**src/logic/rv_pkg.sv**
```systemverilog
package rv_pkg;

// ##############################
// widths
// ##############################

typedef logic [31:0] word_t;            // data word, address or instruction
typedef logic [4:0]  reg_addr_t;
typedef logic [6:0]  opcode_t;
typedef logic [2:0]  funct3_t;

typedef enum logic [2:0] {
        R_TYPE,
        I_TYPE,
        S_TYPE,
        B_TYPE,
        U_TYPE,
        J_TYPE,
        BAD_TYPE
} instruction_op_type;

// ##############################
// encodings
// ##############################

localparam opcode_t OP     = 7'b0110011;
localparam opcode_t OP_IMM = 7'b0010011;
localparam opcode_t LOAD   = 7'b0000011;
localparam opcode_t STORE  = 7'b0100011;
localparam opcode_t BRANCH = 7'b1100011;
localparam opcode_t U_LUI  = 7'b0110111;
localparam opcode_t JAL    = 7'b1101111;

localparam funct3_t BEQ  = 3'b000;
localparam funct3_t BNE  = 3'b001;
localparam funct3_t BLT  = 3'b100;
localparam funct3_t BGE  = 3'b101;
localparam funct3_t BLTU = 3'b110;
localparam funct3_t BGEU = 3'b111;

typedef enum logic [3:0] {
        ALU_ADD,
        ALU_SUB,
        ALU_AND,
        ALU_OR,
        ALU_XOR,
        ALU_SLT,
        ALU_SLTU,
        ALU_SLL,
        ALU_SRL,
        ALU_SRA
} alu_op_t;

typedef struct packed {
        opcode_t            opcode;
        instruction_op_type optype;
        funct3_t            funct3;
        reg_addr_t          rd;
        reg_addr_t          rs1;
        reg_addr_t          rs2;
        word_t              imm;        // already sign extended
        alu_op_t            alu_op;
} decoded_t;

typedef struct packed {
        word_t     pc;
        word_t     next_pc;
        reg_addr_t rd;
        logic      rd_wen;
        word_t     rd_data;
} retire_t;

typedef enum logic [1:0] {
        FETCH,
        WAIT_INSTR,
        RETIRE
} core_state_t;

endpackage

```
**src/logic/alu.sv**
```systemverilog
`timescale 1ns/1ps

module alu import rv_pkg::*; (
        input  alu_op_t op,
        input  word_t   a,
        input  word_t   b,
        output word_t   result
);

logic [4:0] shamt;
logic       lt;
logic       ltu;

assign shamt = b[4:0];                  // upper bits of b never shift
assign lt    = ($signed(a) < $signed(b));
assign ltu   = (a < b);

always_comb
begin : compute
        case (op)
                ALU_ADD:
                        result = a + b;
                ALU_SUB:
                        result = a - b;
                ALU_AND:
                        result = a & b;
                ALU_OR:
                        result = a | b;
                ALU_XOR:
                        result = a ^ b;
                ALU_SLT:
                        result = {31'b0, lt};
                ALU_SLTU:
                        result = {31'b0, ltu};
                ALU_SLL:
                        result = a << shamt;
                ALU_SRL:
                        result = a >> shamt;
                ALU_SRA:
                        result = word_t'($signed(a) >>> shamt);
                default:
                        result = a + b;
        endcase
end

endmodule

```
**config.mk**
```make
export PLATFORM = sky130hd
export DESIGN_NAME = alu
export DESIGN_NICKNAME = d
export VERILOG_FILES = /design/src/logic/rv_pkg.sv /design/src/logic/alu.sv
export SDC_FILE = /design/constraint.sdc
export NUM_CORES = 1
export LEC_CHECK = 0
export ABC_AREA = 1
export ABC_CLOCK_PERIOD_IN_PS = 11350
export BUFFER_PORTS_ARGS = -buffer_cell sky130_fd_sc_hd__buf_2
export CORE_MARGIN = 2
export CORE_UTILIZATION = 30
export DETAILED_ROUTE_END_ITERATION = 16
export PLACE_DENSITY_LB_ADDON = 0.25
export SLEW_MARGIN = 40
export SYNTH_ARGS = -nofsm -noshare
export SYNTH_HDL_FRONTEND = slang
export SYNTH_SLANG_ARGS = --single-unit
```
**constraint.sdc**
```tcl
create_clock -name vclk -period 11.35
set_input_delay 2.27 -clock vclk [all_inputs]
set_output_delay 2.27 -clock vclk [all_outputs]
set_load 0.02 [all_outputs]
```
==> impl_metrics.toml, run 1 <==
[outcome]
status = "completed"

[detailed_routing]
drtPass1Iterations = 7
drcViolationCount = 0
ant_nets = 0
drt-wirelength-per-cell_um = 20.8
first_iter_violations = 1431
routed_wirelength_mm = 51.1
viasPerCell = 5.52
vias = 13600

[timing]
hold_viol = 0
tns_ns = 0
layout_min_cycle_time_ns = 7.73
setup_viol = 0
worstMarginPinSlew_ns = 0.815
whs_ns = 5.14
slew_headroom_pct = 45.7
max_freq_ghz = 0.129
slew_violations = 0
finalCritPeriodShare_pct = 68.1
rsz0062_at_grt = "false"

[placement]
placed_area_um2 = 10400
port_buffers = 100
place_congestion = 1.01
dp_hpwl_mm = 42.6

[global_routing]
antenna_found_initial = 1
busiest_layer = "met2"
first_global_vias = 12800
grt_pass1_wl_mm = 75.6
gr-usage-all-layers_pct = 29.5
grt_use_met3_pct = 3.93
met1_usage_pct = 38.5
grtUsageMet2_pct = 47.8
overflow = 0
grt_max_degree = 71

[synthesis]
syn_area_um2 = 9760
ys_seq_area_share_pct = 0
yosys.area.top_type = "nand2_1"
synth.distinct_cells = 43
synthTopCellsByArea = "nand2_1, nand3_1, ha_1, inv_1, nor2_1"
synth_nets = 2157
synth.avg_cell_area_um2 = 4.90
yosysWarningCount = 0
syn_inst = 1990
synth.top_cell.area_share_pct = 25.1

[worst_setup_path]
worst_path_max_delay_cell = "buf_4"
crit_chain = "buf_2 > buf_4 > inv_2 > buf_4 > fa_1 > inv_1 > nand3_1 > nand3_1 > inv_1 > o21bai_1 > nand2_1 > nand3_1 > nand2_1 > nand2_1 > nand2_1 > nand3_1 > buf_2"
worstSetupPathType = "in -> out"
cp-end-kind = "primary output"
startpoint_type = "input pin"
worstPathMaxFanout = 70
cp_data_required_time_ns = 9.08
slowest_delay_ns = 0.55
arrival_ns = 5.46

[die]
num_rows = 66
design.portCount = 100
start_util_pct = 30.2
die-height_um = 184
die_x_um = 184
core-area_um2 = 32300
die-area_um2 = 34000

[cts]
ctsHoldBuffers = 0
cts_resized = 0
postCtsSetupBuffers = 0

[min_path]
min_from = "op[0]"
min_to = "result[0]"
hold_path_class = "in -> out"
min_path_cells = 7

[power]
power_density_nw_per_um2 = 53.0
leakage_nw = 5.85
power_uw = 552
peakVddDrop_v = 0.0000221

[finish]
final-seq-area_um2 = 0
nFillCells = 3895
layout.nets = 2180
area.growth.synth_to_final_pct = 6.67
design.seq.count = 0
mostFrequentLayoutCell = "nand2_1"
clock_buffer_count = 0
final_cell_mix = "nand2_1, nand3_1, inv_1"
drive_gt1_share_pct = 6.71
antenna_cells = 0
final_area_um2 = 10400

[job]
drv_cap = 0
[layout make-up]
class	instances	area (um^2)	share of cell area, %
tap	442	553	5.31
multi-input combinational	1628	8250	79.3
timing repair buffer	110	576	5.53
inverter	273	1030	9.87
[synth_stat cells, drive strengths merged]
master / count
mux2: 1
or2: 2
o211a: 1
inv: 271
nand3: 385
a31oi: 7
ha: 97
fa: 2
nor2: 160
o211ai: 22
a21boi: 2
xor2: 10
o221ai: 4
clkinv: 2
clkbuf: 17
and2: 11
buf: 72
o21bai: 14
nor4: 3
mux2i: 1
o21ai: 69
nand3b: 3
nand4: 35
o2111ai: 2
nor3: 13
a21oi: 92
nand2: 656
o22ai: 24
a211oi: 12
[per-stage QoR]
stage / setup WS [ns] / cells / util (%)
after detailed placement: 3.72 / 2453 / 32.2
final: 3.62 / 2453 / 32.2
after global placement: 3.78 / 2453 / 32.2
after CTS: 3.70 / 2453 / 32.2
after floorplan: 4.53 / 1990 / -
after global routing: 3.38 / 2453 / 32.2
[worst max-delay path by stage]
stage / from / endpoint / slack, ns / cells after the start
after floorplan: b[4] / result[31] / 4.53 / 17
after global placement: b[1] / result[24] / 3.78 / 17
after detailed placement: b[1] / result[24] / 3.72 / 17
after CTS: b[1] / result[24] / 3.70 / 17
after global routing: b[1] / result[16] / 3.38 / 17
final: b[1] / result[24] / 3.62 / 17
[routing by layer]
layer	routed length, um	share of wire [%]	vias up
met5	0	0	-
met4	2870	5.6	0
met1	21900	43	6274
met2	22300	44	609
met3	3990	7.8	119
li1	-	-	6549
[critical path, delay by kind of cell]
family / cells / cell delay [ns]
AND/OR/NAND/NOR: 8 / 0.84
buffers and inverters: 7 / 1.41
AO/OA/AOI/OAI: 1 / 0.38
adder cells (fa/ha/maj): 1 / 0.51
[cell families after synthesis]
| kind of cell | after synthesis | share of synthesized area, % |
|---|---|---|
| mux | 2 | 0.218 |
| compound gates | 249 | 14.8 |
| fa+ha+maj | 99 | 12.8 |
| xor+xnor | 10 | 0.898 |
| simple gates | 1268 | 55.8 |
| buf+inv | 362 | 15.4 |
[power by group]
group | switching [mW] | total (mW) | internal (mW)
Clock | 0 | 0 | 0
Combinational | 0.398 | 0.552 | 0.154
Sequential | 0 | 0 | 0
Total | 0.398 | 0.552 | 0.154
Note: power is estimated with default switching activity, not from simulation.
==> run 2: changes to the inputs <==
--- a/config.mk
+++ b/config.mk
@@ -6,7 +6,7 @@
 export NUM_CORES = 1
 export LEC_CHECK = 0
 export ABC_AREA = 1
-export ABC_CLOCK_PERIOD_IN_PS = 11350
+export ABC_CLOCK_PERIOD_IN_PS = 7400
 export BUFFER_PORTS_ARGS = -buffer_cell sky130_fd_sc_hd__buf_2
 export CORE_MARGIN = 2
 export CORE_UTILIZATION = 30
==> constraint.sdc (replaced) <==
create_clock -name vclk -period 7.4
set_input_delay 1.48 -clock vclk [all_inputs]
set_output_delay 1.48 -clock vclk [all_outputs]
set_load 0.02 [all_outputs]
==> impl_metrics.toml, run 2 (synthesized netlist as in run 1, its figures left out) <==
[timing]
slew_headroom_pct = 46.0
tns_ns = 0
max_freq_ghz = 0.170
worstMarginPinSlew_ns = 0.809
setup_viol = 0
whs_ns = 3.56
layout_min_cycle_time_ns = 5.88
finalCritPeriodShare_pct = 79.4
rsz0062_at_grt = "false"
slew_violations = 0
hold_viol = 0

[worst_setup_path]
arrival_ns = 4.40
cp-end-kind = "primary output"
cp_data_required_time_ns = 5.92
worstPathMaxFanout = 36
startpoint_type = "input pin"
worstSetupPathType = "in -> out"

[detailed_routing]
ant_nets = 0
viasPerCell = 5.53
routed_wirelength_mm = 51.7
drcViolationCount = 0
vias = 13600
first_iter_violations = 1603
drt-wirelength-per-cell_um = 21.1
drtPass1Iterations = 7

[placement]
dp_hpwl_mm = 42.9
place_congestion = 0.996
port_buffers = 100

[outcome]
status = "completed"

[power]
leakage_nw = 5.86
power_density_nw_per_um2 = 81.4
peakVddDrop_v = 0.0000319

[finish]
area.growth.synth_to_final_pct = 6.92
mostFrequentLayoutCell = "nand2_1"
drive_gt1_share_pct = 6.90
antenna_cells = 0
nFillCells = 3896
clock_buffer_count = 0
multi_input_area_um2 = 8250
design.seq.count = 0
final_cell_mix = "nand2_1, nand3_1, inv_1"
final-seq-area_um2 = 0
layout.nets = 2183

[global_routing]
grt_max_degree = 70
overflow = 0
gr-usage-all-layers_pct = 29.5
grt_pass1_wl_mm = 75.8
first_global_vias = 12700
antenna_found_initial = 2

[cts]
ctsHoldBuffers = 0
cts_resized = 0
postCtsSetupBuffers = 0

[die]
die_x_um = 184
start_util_pct = 30.2
core-area_um2 = 32300
design.portCount = 100
die-height_um = 184
num_rows = 66
die-area_um2 = 34000

[min_path]
hold_path_class = "in -> out"

[job]
drv_cap = 0
[run 2: where the power goes]
group          leakage, nW  internal (mW)  switching (mW)  total, mW
combinational         5.86          0.237           0.612      0.849
sequential               0              0               0          0
clock                    0              0               0          0
total                 5.86          0.237           0.612      0.849
[run 2: critical path, stage by stage]
cell and delay, ns:
buf_2 0.59, ha_1 0.30, inv_1 0.07, fa_1 0.38, inv_1 0.13, nand3_1 0.09
nand3_1 0.16, inv_1 0.09, o21bai_1 0.35, nand2_1 0.17, nand3_1 0.12, nand2_1 0.05
nand2_1 0.07, nand2_1 0.04, nand3_1 0.12, buf_2 0.17
[run 2: worst paths after layout]
kind               from         end  slack [ns]  depth (start not counted)
setup / recovery   b[0]  result[24]        1.52                         16
hold / removal    op[0]   result[0]        3.56                          7
[run 2: final cells by class]
| cell class | count | area share (%) |
|---|---|---|
| timing repair buffer | 113 | 5.73 |
| inverter | 273 | 9.85 |
| tap | 442 | 5.30 |
| multi-input combinational | 1628 | 79.1 |
[run 2: metrics by stage]
| step | setup WS (ns) | total power, mW | cell area, um^2 | utilization [%] | instances |
|---|---|---|---|---|---|
| 2_1_floorplan | 2.16 | 0.548 | 9760 | - | 1990 |
| 3_3_place_gp | 1.64 | 0.827 | 10400 | 32.3 | 2456 |
| 3_5_place_dp | 1.60 | 0.827 | 10400 | 32.3 | 2456 |
| 4_1_cts | 1.58 | 0.831 | 10400 | 32.3 | 2456 |
| 5_1_grt | 1.22 | 0.922 | 10400 | 32.3 | 2456 |
| 6_report | 1.52 | 0.849 | 10400 | 32.3 | 2456 |
[run 2: per-layer routing]
layer / part of all wire [%] / global-route usage, %
met1: 43 / 40.3
met4: 4.0 / 10.6
met5: 0 / 0
met3: 7.8 / 2.37
met2: 45 / 48.2
