`src/logic/rv_pkg.sv`:
```
package rv_pkg;

// ##############################
// widths
// ##############################

typedef logic [31:0] word_t;            // data word, address or instruction
typedef logic [4:0]  reg_addr_t;
typedef logic [6:0]  opcode_t;
typedef logic [2:0]  funct3_t;

typedef enum logic [2:0] {
        R_TYPE,
        I_TYPE,
        S_TYPE,
        B_TYPE,
        U_TYPE,
        J_TYPE,
        BAD_TYPE
} instruction_op_type;

// ##############################
// encodings
// ##############################

localparam opcode_t OP     = 7'b0110011;
localparam opcode_t OP_IMM = 7'b0010011;
localparam opcode_t LOAD   = 7'b0000011;
localparam opcode_t STORE  = 7'b0100011;
localparam opcode_t BRANCH = 7'b1100011;
localparam opcode_t U_LUI  = 7'b0110111;
localparam opcode_t JAL    = 7'b1101111;

localparam funct3_t BEQ  = 3'b000;
localparam funct3_t BNE  = 3'b001;
localparam funct3_t BLT  = 3'b100;
localparam funct3_t BGE  = 3'b101;
localparam funct3_t BLTU = 3'b110;
localparam funct3_t BGEU = 3'b111;

typedef enum logic [3:0] {
        ALU_ADD,
        ALU_SUB,
        ALU_AND,
        ALU_OR,
        ALU_XOR,
        ALU_SLT,
        ALU_SLTU,
        ALU_SLL,
        ALU_SRL,
        ALU_SRA
} alu_op_t;

typedef struct packed {
        opcode_t            opcode;
        instruction_op_type optype;
        funct3_t            funct3;
        reg_addr_t          rd;
        reg_addr_t          rs1;
        reg_addr_t          rs2;
        word_t              imm;        // already sign extended
        alu_op_t            alu_op;
} decoded_t;

typedef struct packed {
        word_t     pc;
        word_t     next_pc;
        reg_addr_t rd;
        logic      rd_wen;
        word_t     rd_data;
} retire_t;

typedef enum logic [1:0] {
        FETCH,
        WAIT_INSTR,
        RETIRE
} core_state_t;

endpackage

```
`src/logic/control_unit.sv`:
```
`timescale 1ns/1ps

module control_unit import rv_pkg::*; (
        input  opcode_t            opcode,
        input  instruction_op_type optype,
        input  funct3_t            funct3,
        input  word_t              rs1_data,
        input  word_t              rs2_data,

        output logic               ctrl_mem_write,
        output logic               ctrl_mem_read,
        output logic               ctrl_mem_to_reg,
        output logic               ctrl_reg_wr_en,
        output logic               ctrl_alu_src,
        output logic               ctrl_is_branch,
        output logic               ctrl_is_jump,
        output logic               ctrl_branch_taken,
        output logic               ctrl_jump_taken
);

logic zero_flag;
logic lt_flag;
logic ltu_flag;
logic gte_flag;
logic gteu_flag;
logic cond;

assign zero_flag = (rs1_data == rs2_data);
assign lt_flag   = ($signed(rs1_data) < $signed(rs2_data));
assign ltu_flag  = (rs1_data < rs2_data);
assign gte_flag  = !lt_flag;
assign gteu_flag = !ltu_flag;

// branch condition by funct3, the two unused codes never branch
always_comb
begin : resolve_branch
        case (funct3)
                BEQ:     cond = zero_flag;
                BNE:     cond = !zero_flag;
                BLT:     cond = lt_flag;
                BGE:     cond = gte_flag;
                BLTU:    cond = ltu_flag;
                BGEU:    cond = gteu_flag;
                default: cond = 1'b0;
        endcase
end

always_comb
begin : generate_signals
        ctrl_mem_write    = 1'b0;
        ctrl_mem_read     = 1'b0;
        ctrl_mem_to_reg   = 1'b0;
        ctrl_reg_wr_en    = 1'b0;
        ctrl_alu_src      = 1'b0;
        ctrl_is_branch    = 1'b0;
        ctrl_is_jump      = 1'b0;
        ctrl_branch_taken = 1'b0;
        ctrl_jump_taken   = 1'b0;

        case (optype)
                R_TYPE:
                        ctrl_reg_wr_en = 1'b1;
                I_TYPE:
                begin
                        ctrl_reg_wr_en = 1'b1;
                        ctrl_alu_src   = 1'b1;
                        if (opcode == LOAD)
                        begin
                                ctrl_mem_read   = 1'b1;
                                ctrl_mem_to_reg = 1'b1;
                        end
                end
                S_TYPE:
                begin
                        ctrl_alu_src   = 1'b1;  // rs1 + offset is the address
                        ctrl_mem_write = 1'b1;
                end
                B_TYPE:
                begin
                        ctrl_is_branch    = 1'b1;
                        ctrl_branch_taken = cond;
                end
                U_TYPE:
                        ctrl_reg_wr_en = (opcode == U_LUI); // immediate goes straight to rd
                J_TYPE:
                begin
                        ctrl_reg_wr_en  = 1'b1;         // link register
                        ctrl_is_jump    = 1'b1;
                        ctrl_jump_taken = 1'b1;
                end
                default:
                        ctrl_reg_wr_en = 1'b0;
        endcase
end

endmodule

```
`config.mk`:
```
export PLATFORM = sky130hd
export DESIGN_NAME = control_unit
export DESIGN_NICKNAME = d
export VERILOG_FILES = /design/src/logic/rv_pkg.sv /design/src/logic/control_unit.sv
export SDC_FILE = /design/constraint.sdc
export NUM_CORES = 1
export LEC_CHECK = 0
export ABC_AREA = 1
export BUFFER_PORTS_ARGS = -buffer_cell sky130_fd_sc_hd__buf_2
export CAP_MARGIN = 10
export CORE_ASPECT_RATIO = 2
export CORE_MARGIN = 2
export CORE_UTILIZATION = 38
export DETAILED_ROUTE_END_ITERATION = 7
export GPL_ROUTABILITY_DRIVEN = 0
export PLACE_DENSITY = 0.81
export SLEW_MARGIN = 15
export SYNTH_ARGS = -nofsm -noshare
export SYNTH_HDL_FRONTEND = slang
export SYNTH_SLANG_ARGS = --single-unit
```
`constraint.sdc`:
```
create_clock -name vclk -period 1.34
set_clock_uncertainty 0.05 [all_clocks]
set_input_delay 0.067 -clock vclk [all_inputs]
set_output_delay 0.067 -clock vclk [all_outputs]
set_load 0.02 [all_outputs]
```
==> results.md, run 1 <==
- Crit. End Element: output pin
- Final global-route overflow total: 0
- First-iteration detailed-routing DRC count: 11
- Ports: 86
- DPL Wire Length: 2740 um
- Startpoint types: primary input
- Maxcap violations: 0
- Synth Area in Simple Gates: 0.353
- Core area: 2770 um^2
- Slew HR: 0.839
- Die Area: 3430 um^2
- Unrepaired setup endpoints after global routing: true
- Combinational share of power: 1.000
- Syn_nets: 299
- Switch Pwr: 270 uW
- Nets: 389
- ANT cells: 0
- Top area cells in the synthesized netlist: ha_1 36%, inv_1 15%, nand2_1 15%
- Fin crit share: 1.29
- Least-Margin Pin Slew: 0.239 ns
- Synth-to-Final Area Change: 62.1%
- Initial antenna violation count: 0
- Power density over the cells: 299 nW/um^2
- Status: complete, but fails checks
- HP Class: in -> out
- Critical path arrival: 1.61 ns
- Post-Synth Adder-Cell Area: 0.357
- Crit path from: rs2_data[23]
- Setup violators final: 1
- Final hold violations: 0
- Commonest non-fill, non-tap cell in the layout: buf_2
- Final WL: 2900 um
- Drt first pass iters: 4
- Post-synthesis sequential area ratio: 0
- CP Data Required Time: 1.22 ns
- FILL cells: 268
- Most frequent cells in the layout: 81 x buf_2, 39 x inv_1, 38 x nand2_1
- Avg WL per Cell: 9.45 um
- Largest area contributor in the netlist: ha_1
- FFs & Latches: 0
- Port Buffers: 86
- Post-Syn Area per Cell: 5.90 um^2
- Sw frac: 0.496
- Clock power frac: 0
- Flop pwr share: 0
- Leak pwr: 1.11 nW
- Failing checks: negative setup slack
- Vias per cell: 4.73
- CP max FO: 3
- Number of global-route vias before repair: 1,404
- Final worst setup slack: -0.390 ns
- Post-Synthesis Cells: 190
- Largest net degree at the start of global routing: 7
- Final std cell area, no fill: 1820 um^2
- CLK BUF: 0
- First-pass GRT wire length: 4890 um
- Critical path class: in -> out
- Final Max Slew Viols: 0
- Starting Density: 0.405
- Achievable frequency: 578 MHz
- Netlist cell types: 24
- Max VDD drop: 153 uV
- Final ANT Viol Nets: 0
- HP Start: opcode[6]
- Dpl cell area: 1720 um^2
- Chip width: 42.4 um
- Post-synthesis compound-gate area fraction: 0.104
- Largest family of logic cells by synthesized area: adder cells
- Die height: 80.8 um
- Synth top area share: 0.357
- Overall global routing resource usage: 0.170
- Xor and xnor fraction of the mapped netlist area: 0
- Final critical-path required period: 1.73 ns
- Dpl ws: -0.497 ns
- Reg area: 0 um^2
- Via count: 1,452
- Residual DRC count: 0
- Yosys warns: 0
- Post-synthesis mux area share: 0
- Mapped Area: 1120 um^2
- P_int: 274 uW
- # rows: 27
- Layout cell share with drive strength beyond 1: 0.482
metal layers:
metal,part of all wire,vias up,track usage
met3,0.061,2,0.0111
met4,0.0072,0,0.0281
li1,-,772,-
met5,0,-,0
met2,0.62,50,0.392
met1,0.31,628,0.148
power by group through the flow:
stage | clock, mW | combinational [mW] | sequential, mW
floorplan | 0 | 0.304 | 0
global placement | 0 | 0.487 | 0
detailed placement | 0 | 0.503 | 0
CTS | 0 | 0.544 | 0
global route | 0 | 0.619 | 0
finish | 0 | 0.544 | 0
cell type report:
| class | instances | area (um^2) | area share |
|---|---|---|---|
| inverter | 51 | 216 | 0.119 |
| multi-input combinational | 137 | 1080 | 0.592 |
| timing repair buffer | 90 | 488 | 0.269 |
| tap | 29 | 36.3 | 0.0200 |
final timing paths:
| check | endpoint | slack, ns | cells after the start |
|---|---|---|---|
| worst max-delay path | ctrl_branch_taken | -0.39 | 16 |
| worst min-delay path | ctrl_mem_read | 0.38 | 3 |
through the flow:
stage | total power [mW] | util | TNS [ns] | hold WS, ns | instances
finish | 0.544 | 0.656 | -0.390 | 0.376 | 307
CTS | 0.544 | 0.653 | -0.390 | 0.366 | 307
global route | 0.619 | 0.656 | -0.542 | 0.392 | 307
global placement | 0.487 | 0.620 | -0.428 | 0.361 | 306
floorplan | 0.304 | - | -0.181 | 0.140 | 190
detailed placement | 0.503 | 0.620 | -0.497 | 0.365 | 306
cell families after synthesis:
family,count (synthesis)
simple gates,84
buf+inv,53
fa+ha+maj,32
compound gates,21
synth_stat cells (all sizes together):
master / number
a21o: 1
a21oi: 14
a31oi: 1
buf: 2
clkinv: 1
ha: 32
inv: 50
nand2: 49
nand3: 7
nand4: 3
nor2: 19
nor3: 3
nor3b: 1
nor4: 2
o21a: 1
o21ai: 4
critical path: stages:
cell	delay, ns
buf_2	0.09
inv_2	0.04
ha_4	0.26
nand2_4	0.06
nor2_4	0.13
nand3_4	0.09
nor3b_4	0.22
nand2_2	0.09
nand2_2	0.10
nand2_2	0.06
nand2_1	0.05
nand2_1	0.05
nand2_1	0.07
nor2_2	0.04
nor2_2	0.08
buf_6	0.12
timing repair:
item / 4_1_cts / 5_1_grt
gates cloned: 0 / 0
pin swaps: 14 / 0
gates resized for setup: 18 / 4
hold buffers: 0 / 0
buffers inserted: 1 / 0
setup endpoints to repair: 1 / 1
(Power assumes the default switching activity.)
==> inputs of run 2 (changes only) <==
--- a/config.mk
+++ b/config.mk
@@ -8,12 +8,11 @@
 export ABC_AREA = 1
 export BUFFER_PORTS_ARGS = -buffer_cell sky130_fd_sc_hd__buf_2
 export CAP_MARGIN = 10
-export CORE_ASPECT_RATIO = 2
 export CORE_MARGIN = 2
-export CORE_UTILIZATION = 38
+export CORE_UTILIZATION = 46
 export DETAILED_ROUTE_END_ITERATION = 7
 export GPL_ROUTABILITY_DRIVEN = 0
-export PLACE_DENSITY = 0.81
+export PLACE_DENSITY = 0.92
 export SLEW_MARGIN = 15
 export SYNTH_ARGS = -nofsm -noshare
 export SYNTH_HDL_FRONTEND = slang
==> constraint.sdc (replaced) <==
create_clock -name vclk -period 2.1
set_clock_uncertainty 0.05 [all_clocks]
set_input_delay 0.105 -clock vclk [all_inputs]
set_output_delay 0.105 -clock vclk [all_outputs]
set_load 0.02 [all_outputs]
==> run 2 against run 1 <==
Against the previous run: the flow now finishes without violations; design area is 12% lower; critical path type unchanged; sequential share of layout area stayed put; hold slack better by 0.062 ns; first-iteration DRC count fell by 36%; routed wire length fell by 8.3%; worst setup slack better by 0.59 ns; die area decreased by 17%; clock-buffer cell count is the same; utilization is 4.9 points higher; highest routed layer is now met3; total power is 48% lower; global-route usage up 0.73 points; sequential cell count did not move.
==> results.md, run 2 (synthesis results as in run 1) <==
- Status: completed
- Residual DRC count: 0 (unchanged)
- Crit-path max cell delay: 0.28 ns (+0.02 ns)
- Area of the multi-input gates: 928 um^2 (-14%)
- Port Buffers: 86 (unchanged)
- ANT cells: 0 (unchanged)
- Reg area: 0 um^2 (unchanged)
- Critical path arrival: 1.75 ns (+0.14 ns)
- Leak pwr: 1.07 nW (-3.4%)
- Initial antenna violation count: 0 (unchanged)
- Nets: 385 (-1.0%)
- DPL Wire Length: 2460 um (-10%)
- CLK BUF: 0 (unchanged)
- Most frequent cells in the layout: 85 x buf_2, 46 x inv_1, 44 x nand2_1
- Max VDD drop: 99.8 uV (-35%)
- Slew HR: 0.801 (-0.0385)
- Dpl cell area: 1570 um^2 (-8.5%)
- Setup_tns: 0 ns (+0.390 ns)
- Final critical-path required period: 1.90 ns
- FILL cells: 213 (-21%)
- Power density over the cells: 177 nW/um^2 (-41%)
- Final core utilization: 0.705 (+0.0495)
- Final Max Slew Viols: 0 (unchanged)
- Design Power: 282 uW (-48%)
- Achievable frequency: 526 MHz
- Largest net degree at the start of global routing: 7 (unchanged)
- Final global-route overflow total: 0 (unchanged)
- Die Area: 2850 um^2 (-17%)
- Drt first pass iters: 4 (unchanged)
- First-pass GRT wire length: 4000 um (-18%)
- Layout cell share with drive strength beyond 1: 0.380 (-0.102)
- Critical-path top delay cell: ha_1
- Crit. End Element: output pin
- Startpoint types: primary input
- Crit path from: rs1_data[23]
- Die height: 53.4 um (-34%)
- Setup violators final: 0 (-1)
- Overall global routing resource usage: 0.178 (+0.00734)
- CP max FO: 3 (unchanged)
- CP Data Required Time: 1.95 ns (+0.73 ns)
- FFs & Latches: 0 (unchanged)
- Cell Chain, Critical Path: buf_2, ha_1, nand2_1, nor2_4, nand3_4, nor3b_4, nand3_1, a21oi_2, inv_1, nand2_1, nor2_1, nor2_1, buf_4
- Critical path class: in -> out
- Critical path endpoint: ctrl_branch_taken
- Number of global-route vias before repair: 1,178 (-16%)
- Via count: 1,402 (-3.4%)
- # rows: 17 (-37%)
- Final WL: 2660 um (-8.3%)
- Final std cell area, no fill: 1590 um^2 (-12%)
- Final hold violations: 0 (unchanged)
- Vias per cell: 4.64 (-1.8%)
- HP Class: in -> out
- Core area: 2250 um^2 (-19%)
- Least-Margin Pin Slew: 0.297 ns (+0.0572 ns)
- Final ANT Viol Nets: 0 (unchanged)
- Ports: 86 (unchanged)
- Unrepaired setup endpoints after global routing: false
- Commonest non-fill, non-tap cell in the layout: buf_2
- Synth-to-Final Area Change: 41.9%
- Avg WL per Cell: 8.80 um (-6.8%)
- Maxcap violations: 0 (unchanged)
- First-iteration detailed-routing DRC count: 7 (-4)
- Fin crit share: 0.905
- Chip width: 53.4 um (+26%)
- Hold Slack: 0.438 ns (+0.0620 ns)
- Starting Density: 0.497 (+0.0925)
-- run 2: cell types whose count changed in the layout (fill, tap and decap cells not counted), sizes merged --
cell / delta
buf: -4
-- run 2: timing repair --
| item | in CTS | in global routing |
|---|---|---|
| hold buffers | 0 | 0 |
| setup buffers | 0 | 0 |
| endpoints found under the setup margin | 0 | 1 |
| resized for setup | 0 | 3 |
-- run 2: layer usage --
metal / up-vias / GRT usage / part of all wire
li1: 763 / - / -
met4: 0 / 0 / 0
met3: 0 / 0.00565 / 0.080
met2: 49 / 0.397 / 0.53
met5: - / 0 / 0
met1: 590 / 0.183 / 0.39
-- run 2: worst max-delay path: cells and delay by family --
family                     cells  cell delay, ns
adders and majority gates      1            0.28
buffers and inverters          3            0.30
and+or+nand+nor                8            0.89
AOI/OAI and AO/OA              1            0.17
-- run 2: worst min path at each step --
stage / start / end / slack [ns] / cells past startpoint
after global placement: optype[0] / ctrl_mem_write / 0.44 / 3
after detailed placement: optype[0] / ctrl_mem_write / 0.44 / 3
after CTS: optype[0] / ctrl_mem_write / 0.44 / 3
after floorplan: optype[1] / ctrl_reg_wr_en / 0.24 / 1
final: optype[0] / ctrl_mem_write / 0.44 / 3
after global routing: optype[0] / ctrl_mem_write / 0.47 / 3
-- run 2: report_power, final --
group | switching, mW | leakage [nW] | internal, mW
clock | 0 | 0 | 0
sequential | 0 | 0 | 0
combinational | 0.145 | 1.07 | 0.137
-- run 2: final cells by class --
cell class / instances / area share
tap: 28 / 0.0220
multi-input combinational: 137 / 0.584
inverter: 51 / 0.122
timing repair buffer: 86 / 0.272
-- run 2: metrics by stage --
stage | instances | setup slack, ns
floorplan | 190 | 0.349
global placement | 302 | 0.256
detailed placement | 302 | 0.203
CTS | 302 | 0.194
global route | 302 | 0.0108
finish | 302 | 0.199
