===== src/logic/rv_pkg.sv =====
package rv_pkg;

// ##############################
// widths
// ##############################

typedef logic [31:0] word_t;            // data word, address or instruction
typedef logic [4:0]  reg_addr_t;
typedef logic [6:0]  opcode_t;
typedef logic [2:0]  funct3_t;

typedef enum logic [2:0] {
        R_TYPE,
        I_TYPE,
        S_TYPE,
        B_TYPE,
        U_TYPE,
        J_TYPE,
        BAD_TYPE
} instruction_op_type;

// ##############################
// encodings
// ##############################

localparam opcode_t OP     = 7'b0110011;
localparam opcode_t OP_IMM = 7'b0010011;
localparam opcode_t LOAD   = 7'b0000011;
localparam opcode_t STORE  = 7'b0100011;
localparam opcode_t BRANCH = 7'b1100011;
localparam opcode_t U_LUI  = 7'b0110111;
localparam opcode_t JAL    = 7'b1101111;

localparam funct3_t BEQ  = 3'b000;
localparam funct3_t BNE  = 3'b001;
localparam funct3_t BLT  = 3'b100;
localparam funct3_t BGE  = 3'b101;
localparam funct3_t BLTU = 3'b110;
localparam funct3_t BGEU = 3'b111;

typedef enum logic [3:0] {
        ALU_ADD,
        ALU_SUB,
        ALU_AND,
        ALU_OR,
        ALU_XOR,
        ALU_SLT,
        ALU_SLTU,
        ALU_SLL,
        ALU_SRL,
        ALU_SRA
} alu_op_t;

typedef struct packed {
        opcode_t            opcode;
        instruction_op_type optype;
        funct3_t            funct3;
        reg_addr_t          rd;
        reg_addr_t          rs1;
        reg_addr_t          rs2;
        word_t              imm;        // already sign extended
        alu_op_t            alu_op;
} decoded_t;

typedef struct packed {
        word_t     pc;
        word_t     next_pc;
        reg_addr_t rd;
        logic      rd_wen;
        word_t     rd_data;
} retire_t;

typedef enum logic [1:0] {
        FETCH,
        WAIT_INSTR,
        RETIRE
} core_state_t;

endpackage


===== src/logic/instr_decoder.sv =====
`timescale 1ns/1ps

module instr_decoder import rv_pkg::*; (
        input  word_t    instr,
        output decoded_t dec
);

logic [6:0] funct7;

assign funct7 = instr[31:25];

always_comb
begin : decode_fields
        dec        = '0;
        dec.opcode = instr[6:0];
        dec.funct3 = instr[14:12];
        dec.rd     = instr[11:7];
        dec.rs1    = instr[19:15];
        dec.rs2    = instr[24:20];
        dec.optype = BAD_TYPE;          // unknown opcodes fall through as a no-op
        dec.alu_op = ALU_ADD;

        case (instr[6:0])
                OP:
                        dec.optype = R_TYPE;
                OP_IMM, LOAD:
                begin
                        dec.optype = I_TYPE;
                        dec.imm    = {{20{instr[31]}}, instr[31:20]};
                end
                STORE:
                begin
                        dec.optype = S_TYPE;
                        dec.imm    = {{20{instr[31]}}, instr[31:25], instr[11:7]};
                end
                BRANCH:
                begin
                        dec.optype = B_TYPE;
                        dec.imm    = {{19{instr[31]}}, instr[31], instr[7],
                                      instr[30:25], instr[11:8], 1'b0};
                end
                U_LUI:
                begin
                        dec.optype = U_TYPE;
                        dec.imm    = {instr[31:12], 12'b0};
                end
                JAL:
                begin
                        dec.optype = J_TYPE;
                        dec.imm    = {{11{instr[31]}}, instr[31], instr[19:12],
                                      instr[20], instr[30:21], 1'b0};
                end
                default:
                        dec.optype = BAD_TYPE;
        endcase

        // loads and stores keep ADD for the address
        if (instr[6:0] == OP || instr[6:0] == OP_IMM)
        begin
                case (instr[14:12])
                        3'b000: dec.alu_op = (instr[6:0] == OP && funct7[5]) ? ALU_SUB : ALU_ADD;
                        3'b001: dec.alu_op = ALU_SLL;
                        3'b010: dec.alu_op = ALU_SLT;
                        3'b011: dec.alu_op = ALU_SLTU;
                        3'b100: dec.alu_op = ALU_XOR;
                        3'b101: dec.alu_op = funct7[5] ? ALU_SRA : ALU_SRL; // srai keeps bit 30 too
                        3'b110: dec.alu_op = ALU_OR;
                        default: dec.alu_op = ALU_AND;
                endcase
        end
end

endmodule


===== config.mk =====
export PLATFORM = sky130hd
export DESIGN_NAME = instr_decoder
export DESIGN_NICKNAME = d
export VERILOG_FILES = /design/src/logic/rv_pkg.sv /design/src/logic/instr_decoder.sv
export SDC_FILE = /design/constraint.sdc
export NUM_CORES = 1
export LEC_CHECK = 0
export ABC_AREA = 0
export BUFFER_PORTS_ARGS = -buffer_cell sky130_fd_sc_hd__buf_2
export CORE_MARGIN = 5
export CORE_UTILIZATION = 37
export DETAILED_ROUTE_END_ITERATION = 16
export GPL_TIMING_DRIVEN = 0
export PLACE_DENSITY = 0.91
export SLEW_MARGIN = 0
export SYNTH_ARGS = -nofsm -noshare
export SYNTH_HDL_FRONTEND = slang
export SYNTH_SLANG_ARGS = --single-unit

===== constraint.sdc =====
create_clock -name vclk -period 2.5
set_input_delay 0.5 -clock vclk [all_inputs]
set_output_delay 0.5 -clock vclk [all_outputs]
set_load 0.03 [all_outputs]

==> results by group, run 1 <==
Finish
  – Share of layout cells above drive strength 1: 0.619
  – Register area: 0 um^2
  – Fin util: 0.651
  – # diodes: 0
  – Nets@finish: 244
  – Clkbuf count: 0
  – Seq_cells: 0
  – Syn-to-layout area delta: 67.5%

Worst hold path
  – Worst hold stages: 3
  – Worst Hold Class: in -> out
  – Min-delay src: instr[11]
  – Min-Delay Endpoint: dec[50]

GRT
  – GRT Util Overall: 0.180
  – Vias in the first global route: 1118
  – GRT overflow: 0
  – Initial antenna violation count: 0
  – Largest net degree at the start of global routing: 11
  – First-pass GRT wire length: 4900 um

Setup path
  – CP max-delay cell: or4b_1
  – CP Launch Type: input port
  – Worst Setup Path Type: in -> out
  – Critical Path Most Common Cell: buf_2
  – Crit Path Max Fanout: 9
  – Cell-by-cell trace of the critical path: buf_2 > nor3b_4 > or4b_1 > a211oi_2 > buf_2
  – Worst EP required: 2.00 ns
  – Crit. End Element: output port
  – Crit path DAT: 1.87 ns
  – CP max stage delay: 0.48 ns

Yosys
  – Commonest cells in the netlist: buf_4 (25), nand3_1 (24), a21o_1 (9)
  – Cell area after synthesis: 762 um^2
  – Post-Syn Area per Cell: 6.68 um^2
  – Cell with the most instances after synthesis: buf_4
  – Syn Nets: 146
  – Synth Instances: 114
  – Seq/Total Area, Yosys: 0
  – Synth top area share: 0.246
  – Synth unique cells: 34
  – Yosys Warn Count: 0
  – Yosys top cell by area: buf_4
  – Top post-synthesis cells by area: buf_4 (25%), nand3_1 (16%), a21o_1 (8.9%)

STA
  – Final-report setup violation count: 0
  – F_max: 422 MHz
  – Final min period: 2.37 ns
  – Unrepaired setup endpoints after global routing: no
  – Relative slew slack: 0.678
  – Tcrit/Tclk final: 0.949
  – Count of final hold-check violations: 0
  – Max Slew Vio Count: 0
  – Setup TNS: 0 ns
  – Worst-margin pin slew: 0.480 ns

Routing
  – Post-route ant nets: 0
  – Pre-Repair DR Iteration Count: 4
  – Post-route DRC violation count: 0
  – Drt wl/cell: 12.5 um
  – Via/cell ratio: 4.88
  – DR vias: 1157
  – DR iter-0 viols: 14
  – WL final: 2960 um

Floorplan
  – Die Height: 55.4 um
  – Die X: 55.4 um
  – Core area: 1960 um^2
  – # rows: 16
  – I/O pins: 96
  – Initial Utilization: 0.388
  – Die area: 3070 um^2

CTS
  – Setup Fix Bufs, Post-CTS: 0
  – Cts hold-fix bufs: 0
  – CTS resizes: 0

Placed design
  – Post-DP HPWL: 2580 um
  – IO Port Bufs: 96
  – Placer congestion estimate: 0.805

Pwr
  – Total power: 0.198 mW
  – Pleak: 0.892 nW
  – Worst vdd ir: 96.4 uV
  – P per Cell Area: 155 nW/um^2

Outcome
  – Status: complete, no violations

Job
  – Max_cap viols: 0
## cell families after synthesis
logic type	count (synthesis)	share of synthesized area
AOI/OAI and AO/OA	31	0.322
xor gates and xnor gates	1	0.0115
buffers and inverters	33	0.292
and+or+nand+nor	49	0.374
## worst max-delay path, delay by kind of cell
family | cells | cell delay [ns]
compound gates | 1 | 0.22
buf+inv | 2 | 0.39
simple gates | 2 | 0.76
## through the flow
step                hold WS (ns)  setup WS, ns  instances  instance area [um^2]
detailed placement          1.36         0.118        237                  1280
global route                1.37        0.0212        237                  1280
floorplan                   1.12         0.298        114                   762
CTS                         1.36         0.124        237                  1280
global placement            1.35         0.152        237                  1280
finish                      1.35         0.128        237                  1280
## power breakdown
group	internal (mW)	leakage (nW)	switching [mW]
Combinational	0.0778	0.892	0.121
Clock	0	0	0
Sequential	0	0	0
## final cells by class
cell class | count | area, um^2
fill | 196 | 686
multi-input combinational | 81 | 539
timing repair buffer | 96 | 480
buffer | 32 | 219
tap | 27 | 33.8
inverter | 1 | 3.75
## layer usage
metal  GRT usage  vias to the layer above  part of all wire  wire length, um
met5           0                        -                 0                0
met4           0                        0                 0                0
met3      0.0536                        0              0.12              342
met2       0.341                       69              0.48             1420
met1       0.209                      495              0.40             1200
li1            -                      593                 -                -
## how the worst max path moves through the flow
| stage | from | end | slack, ns | depth (start not counted) |
|---|---|---|---|---|
| after detailed placement | instr[6] | dec[0] | 0.12 | 5 |
| final | instr[6] | dec[0] | 0.13 | 5 |
| after CTS | instr[6] | dec[0] | 0.12 | 5 |
| after global placement | instr[6] | dec[0] | 0.15 | 5 |
| after global routing | instr[3] | dec[29] | 0.02 | 6 |
| after floorplan | instr[6] | dec[0] | 0.30 | 3 |
## placed cells by master (no fill, tap or decap)
master,n
and2_1,2
o211a_1,1
o31a_1,1
inv_1,1
a32o_1,1
a22o_1,5
nand2_1,4
nor2b_1,1
buf_4,25
nor3b_4,1
and3b_1,1
nor3_1,4
a21boi_1,6
nor2_1,4
a21o_1,9
nand4_1,1
xor2_1,1
and3_1,1
and4_1,1
and4b_1,1
o21ai_1,1
nand3_1,24
and4bb_2,1
o2bb2ai_1,1
and3_2,1
o31ai_1,1
buf_2,100
nor3b_1,1
or4b_1,1
o21a_2,1
a21oi_1,2
a211oi_2,1
clkbuf_1,3
o211ai_1,1
(Power assumes the default switching activity.)
==> inputs of run 2 (changes only) <==
- CELL_PAD_IN_SITES_DETAIL_PLACEMENT: default -> 0
- CELL_PAD_IN_SITES_GLOBAL_PLACEMENT: default -> 2
- CORE_UTILIZATION: 37 -> 15
- PLACE_DENSITY: 0.91 -> default
- PLACE_DENSITY_LB_ADDON: default -> 0.1
==> results by group, run 2 (synthesis gave the netlist of run 1 again) <==
Outcome
  – Status: complete, no violations

Finish
  – Register area: 0 um^2 (unchanged)
  – Most frequent cells in the layout: buf_2 (100), buf_4 (25), nand3_1 (24)
  – Seq_cells: 0 (unchanged)
  – Most common cell after layout, fill and taps aside: buf_2
  – # diodes: 0 (unchanged)
  – Share of layout cells above drive strength 1: 0.619 (unchanged)
  – Fin util: 0.265 (-0.385)
  – Fin area: 1330 um^2 (+4.2%)
  – Syn-to-layout area delta: 74.5%
  – Nets@finish: 244 (unchanged)
  – Clkbuf count: 0 (unchanged)
  – Non-Filler Instances: 280 (+18%)

Floorplan
  – Die area: 6610 um^2 (+120%)
  – # rows: 26 (+10)
  – Die Height: 81.3 um (+47%)
  – I/O pins: 96 (unchanged)
  – Initial Utilization: 0.152 (-0.236)
  – Die X: 81.3 um (+47%)
  – Core area: 5010 um^2 (+160%)

CTS
  – CTS resizes: 0 (unchanged)
  – Cts hold-fix bufs: 0 (unchanged)
  – Setup Fix Bufs, Post-CTS: 0 (unchanged)

Routing
  – WL final: 3470 um (+17%)
  – DR iter-0 viols: 21 (+7)
  – Post-route DRC violation count: 0 (unchanged)
  – DR vias: 1166 (+0.78%)
  – Via/cell ratio: 4.16 (-15%)
  – Drt wl/cell: 12.4 um (-0.72%)
  – Pre-Repair DR Iteration Count: 3 (-1)
  – Post-route ant nets: 0 (unchanged)

STA
  – Max Slew Vio Count: 0 (unchanged)
  – F_max: 418 MHz (-0.97%)
  – Worst-margin pin slew: 0.480 ns (-0.000184 ns)
  – Relative slew slack: 0.679 (+0.00109)
  – Worst hold slack: 1.35 ns (-0.000290 ns)
  – Count of final hold-check violations: 0 (unchanged)
  – Setup TNS: 0 ns (unchanged)
  – Final min period: 2.40 ns (+0.0233 ns)
  – Final-report setup violation count: 0 (unchanged)
  – Tcrit/Tclk final: 0.958 (+0.00931)
  – Unrepaired setup endpoints after global routing: no
  – Setup ws final: 0.105 ns (-0.0233 ns)

GRT
  – Largest net degree at the start of global routing: 11 (unchanged)
  – GRT Util Overall: 0.0949 (-0.0852)
  – GRT overflow: 0 (unchanged)
  – Vias in the first global route: 1155 (+3.3%)
  – Initial antenna violation count: 0 (unchanged)
  – First-pass GRT wire length: 5210 um (+6.3%)

Worst hold path
  – Worst Hold Class: in -> out
  – Min-delay src: instr[19]
  – Min-Delay Endpoint: dec[45]
  – Worst hold stages: 3 (unchanged)

Pwr
  – Pleak: 0.892 nW (unchanged)
  – P per Cell Area: 150 nW/um^2 (-3.4%)
  – Worst vdd ir: 45.7 uV (-53%)
  – Total power: 0.200 mW (+0.69%)

Placed design
  – Pre-CTS WS: 0.0831 ns (-0.0348 ns)
  – IO Port Bufs: 96 (unchanged)
  – Placed cell areas: 1330 um^2 (+4.2%)
  – Placer congestion estimate: 0.733 (-8.9%)
  – Placed insts: 280 (+18%)
  – Post-DP HPWL: 3000 um (+16%)

Setup path
  – CP Launch Type: input port
  – Crit path DAT: 1.90 ns (+0.03 ns)
  – Crit Path Max Fanout: 9 (unchanged)
  – Crit. End Element: output port
  – Worst EP required: 2.00 ns (about the same)
  – Worst Setup Path Type: in -> out

Job
  – Max_cap viols: 0 (unchanged)
-- run 2: worst max path at each step --
stage	startpoint	endpoint	slack (ns)	cells past startpoint
2_1_floorplan	instr[6]	dec[0]	0.30	3
3_3_place_gp	instr[6]	dec[0]	0.12	5
3_5_place_dp	instr[6]	dec[0]	0.08	5
4_1_cts	instr[6]	dec[0]	0.1	5
5_1_grt	instr[6]	dec[35]	0.03	6
6_report	instr[6]	dec[0]	0.10	5
-- run 2: final cells by class --
| class | count | area, um^2 |
|---|---|---|
| multi-input combinational | 81 | 539 |
| buffer | 32 | 219 |
| tap | 70 | 87.6 |
| inverter | 1 | 3.75 |
| timing repair buffer | 96 | 480 |
| fill | 599 | 3680 |
-- run 2: power by group --
part	total (mW)	internal [mW]	leakage [nW]	switching, mW
Sequential	0	0	0	0
Clock	0	0	0	0
Combinational	0.200	0.0778	0.892	0.122
-- run 2: worst max-delay path, stage by stage --
cell and delay, ns:
buf_2 0.16, nor3b_4 0.29, or4b_1 0.48, a211oi_2 0.22, buf_2 0.23
-- run 2: per-layer routing --
metal | share of wire | vias up | wire, um | track usage
met5 | 0 | - | 0 | 0
met4 | 0.0026 | 0 | 9 | 0.00676
met3 | 0.098 | 3 | 339 | 0.0155
met2 | 0.47 | 58 | 1620 | 0.173
met1 | 0.43 | 514 | 1500 | 0.121
li1 | - | 591 | - | -
==> inputs of run 3 (changes only) <==
- CORE_ASPECT_RATIO: default -> 1.75
- CORE_MARGIN: 5 -> 3
==> results by group, run 3 (synthesis gave the netlist of run 1 again) <==
Outcome
  – Status: complete, no violations

Floorplan
  – Core area: 4790 um^2 (-4.4%)
  – Die Height: 100 um (+23%)
  – I/O pins: 96 (unchanged)
  – Initial Utilization: 0.159 (+0.00699)
  – Die area: 6000 um^2 (-9.1%)
  – # rows: 33 (+27%)
  – Die X: 59.9 um (-26%)

GRT
  – GRT Util Overall: 0.108 (+0.0128)
  – Vias in the first global route: 1146 (-0.78%)
  – Largest net degree at the start of global routing: 11 (unchanged)
  – First-pass GRT wire length: 5360 um (+2.9%)
  – GRT overflow: 0 (unchanged)
  – Initial antenna violation count: 0 (unchanged)

Setup path
  – CP max stage delay: 0.49 ns (about the same)
  – Crit path DAT: 1.89 ns (about the same)
  – Delay-heaviest family, CP: simple AND/OR/NAND/NOR gates
  – Cell-by-cell trace of the critical path: buf_2 > nor3b_4 > or4b_1 > a211oi_2 > buf_2
  – Crit Path Max Fanout: 9 (unchanged)
  – Worst EP required: 2.00 ns (about the same)
  – CP max-delay cell: or4b_1
  – Crit. End Element: output port
  – CP Launch Type: input port
  – Worst Setup Path Type: in -> out
  – Critical Path Most Common Cell: buf_2
  – Worst path bufs/invs: 2 (unchanged)

CTS
  – Setup Fix Bufs, Post-CTS: 0 (unchanged)
  – CTS resizes: 0 (unchanged)
  – Cts hold-fix bufs: 0 (unchanged)

Finish
  – Syn-to-layout area delta: 71.9%
  – Fillers: 542 (-9.5%)
  – # diodes: 0 (unchanged)
  – Nets@finish: 244 (unchanged)
  – Most common cell after layout, fill and taps aside: buf_2
  – Share of layout cells above drive strength 1: 0.624 (+0.00476)
  – Clkbuf count: 0 (unchanged)
  – Seq_cells: 0 (unchanged)
  – Non-Filler Instances: 262 (-6.4%)
  – Most frequent cells in the layout: buf_2 (100), buf_4 (25), nand3_1 (24)
  – Register area: 0 um^2 (unchanged)

Routing
  – DR iter-0 viols: 33 (+57%)
  – Via/cell ratio: 4.43 (+6.4%)
  – Drt wl/cell: 12.9 um (+4.2%)
  – Pre-Repair DR Iteration Count: 4 (+1)
  – Post-route ant nets: 0 (unchanged)
  – DR vias: 1161 (-0.43%)
  – WL final: 3380 um (-2.5%)
  – Post-route DRC violation count: 0 (unchanged)

Pwr
  – Worst vdd ir: 55.4 uV (+21%)
  – Pleak: 0.891 nW (about the same)
  – P per Cell Area: 153 nW/um^2 (+1.9%)
  – Switching share of total power: 0.611 (about the same)
  – Clock power frac: 0 (unchanged)
  – Register share of total power: 0 (unchanged)
  – Psw: 0.122 mW (+0.38%)
  – Cell Int Power: 0.0779 mW (+0.22%)
  – Comb power frac: 1.000 (about the same)

Placed design
  – Post-DP HPWL: 2950 um (-1.8%)
  – Placed insts: 262 (-6.4%)
  – IO Port Bufs: 96 (unchanged)
  – Placer congestion estimate: 0.689 (-6.1%)

Worst hold path
  – Worst Hold Class: in -> out
  – Min-Delay Endpoint: dec[44]
  – Worst hold stages: 3 (unchanged)
  – Min-delay src: instr[18]

STA
  – Tcrit/Tclk final: 0.956 (-0.00215)
  – Final-report setup violation count: 0 (unchanged)
  – Setup TNS: 0 ns (unchanged)
  – F_max: 418 MHz (+0.23%)
  – Unrepaired setup endpoints after global routing: no
  – Max Slew Vio Count: 0 (unchanged)
  – Final min period: 2.39 ns (-0.00539 ns)
  – Worst-margin pin slew: 0.504 ns (+0.0239 ns)
  – Relative slew slack: 0.662 (-0.0170)
  – Worst hold slack: 1.35 ns (+0.00132 ns)
  – Count of final hold-check violations: 0 (unchanged)

Job
  – Max_cap viols: 0 (unchanged)
## run 3: cell counts in the layout (fill, tap and decap cells not counted)
No cell type changed its count.
## run 3: routing by layer
layer  global-route usage  vias up  share of wire
met3              0.00515        0          0.079
met1                0.121      508           0.37
met5                    0        -              0
met2                0.222       59           0.55
met4                    0        0              0
li1                     -      594              -
## run 3: through the flow
step | total power [mW] | setup WS, ns | utilization | area [um^2]
final | 0.200 | 0.110 | 0.274 | 1310
after CTS | 0.203 | 0.0796 | 0.273 | 1310
after global placement | 0.201 | 0.0955 | 0.273 | 1310
after global routing | 0.216 | 0.0132 | 0.274 | 1310
after floorplan | 0.124 | 0.298 | - | 762
after detailed placement | 0.203 | 0.0803 | 0.273 | 1310
## run 3: worst max path at each step
stage | start | end | slack (ns) | depth (start not counted)
floorplan | instr[6] | dec[0] | 0.30 | 3
global placement | instr[6] | dec[0] | 0.1 | 5
detailed placement | instr[6] | dec[0] | 0.08 | 5
CTS | instr[6] | dec[0] | 0.08 | 5
global route | instr[6] | dec[19] | 0.01 | 6
finish | instr[6] | dec[0] | 0.11 | 5
## run 3: area by class of cell
| class | count | area (um^2) | share of cell area |
|---|---|---|---|
| Multi-Input combinational cell | 81 | 542 | 0.414 |
| Tap cell | 52 | 65.1 | 0.0497 |
| Buffer | 32 | 219 | 0.167 |
| Inverter | 1 | 3.75 | 0.00287 |
| Timing Repair Buffer | 96 | 480 | 0.367 |
## run 3: power groups by stage
stage          sequential [mW]  combinational (mW)  clock (mW)
6_report                     0               0.200           0
5_1_grt                      0               0.216           0
4_1_cts                      0               0.203           0
3_5_place_dp                 0               0.203           0
3_3_place_gp                 0               0.201           0
2_1_floorplan                0               0.124           0
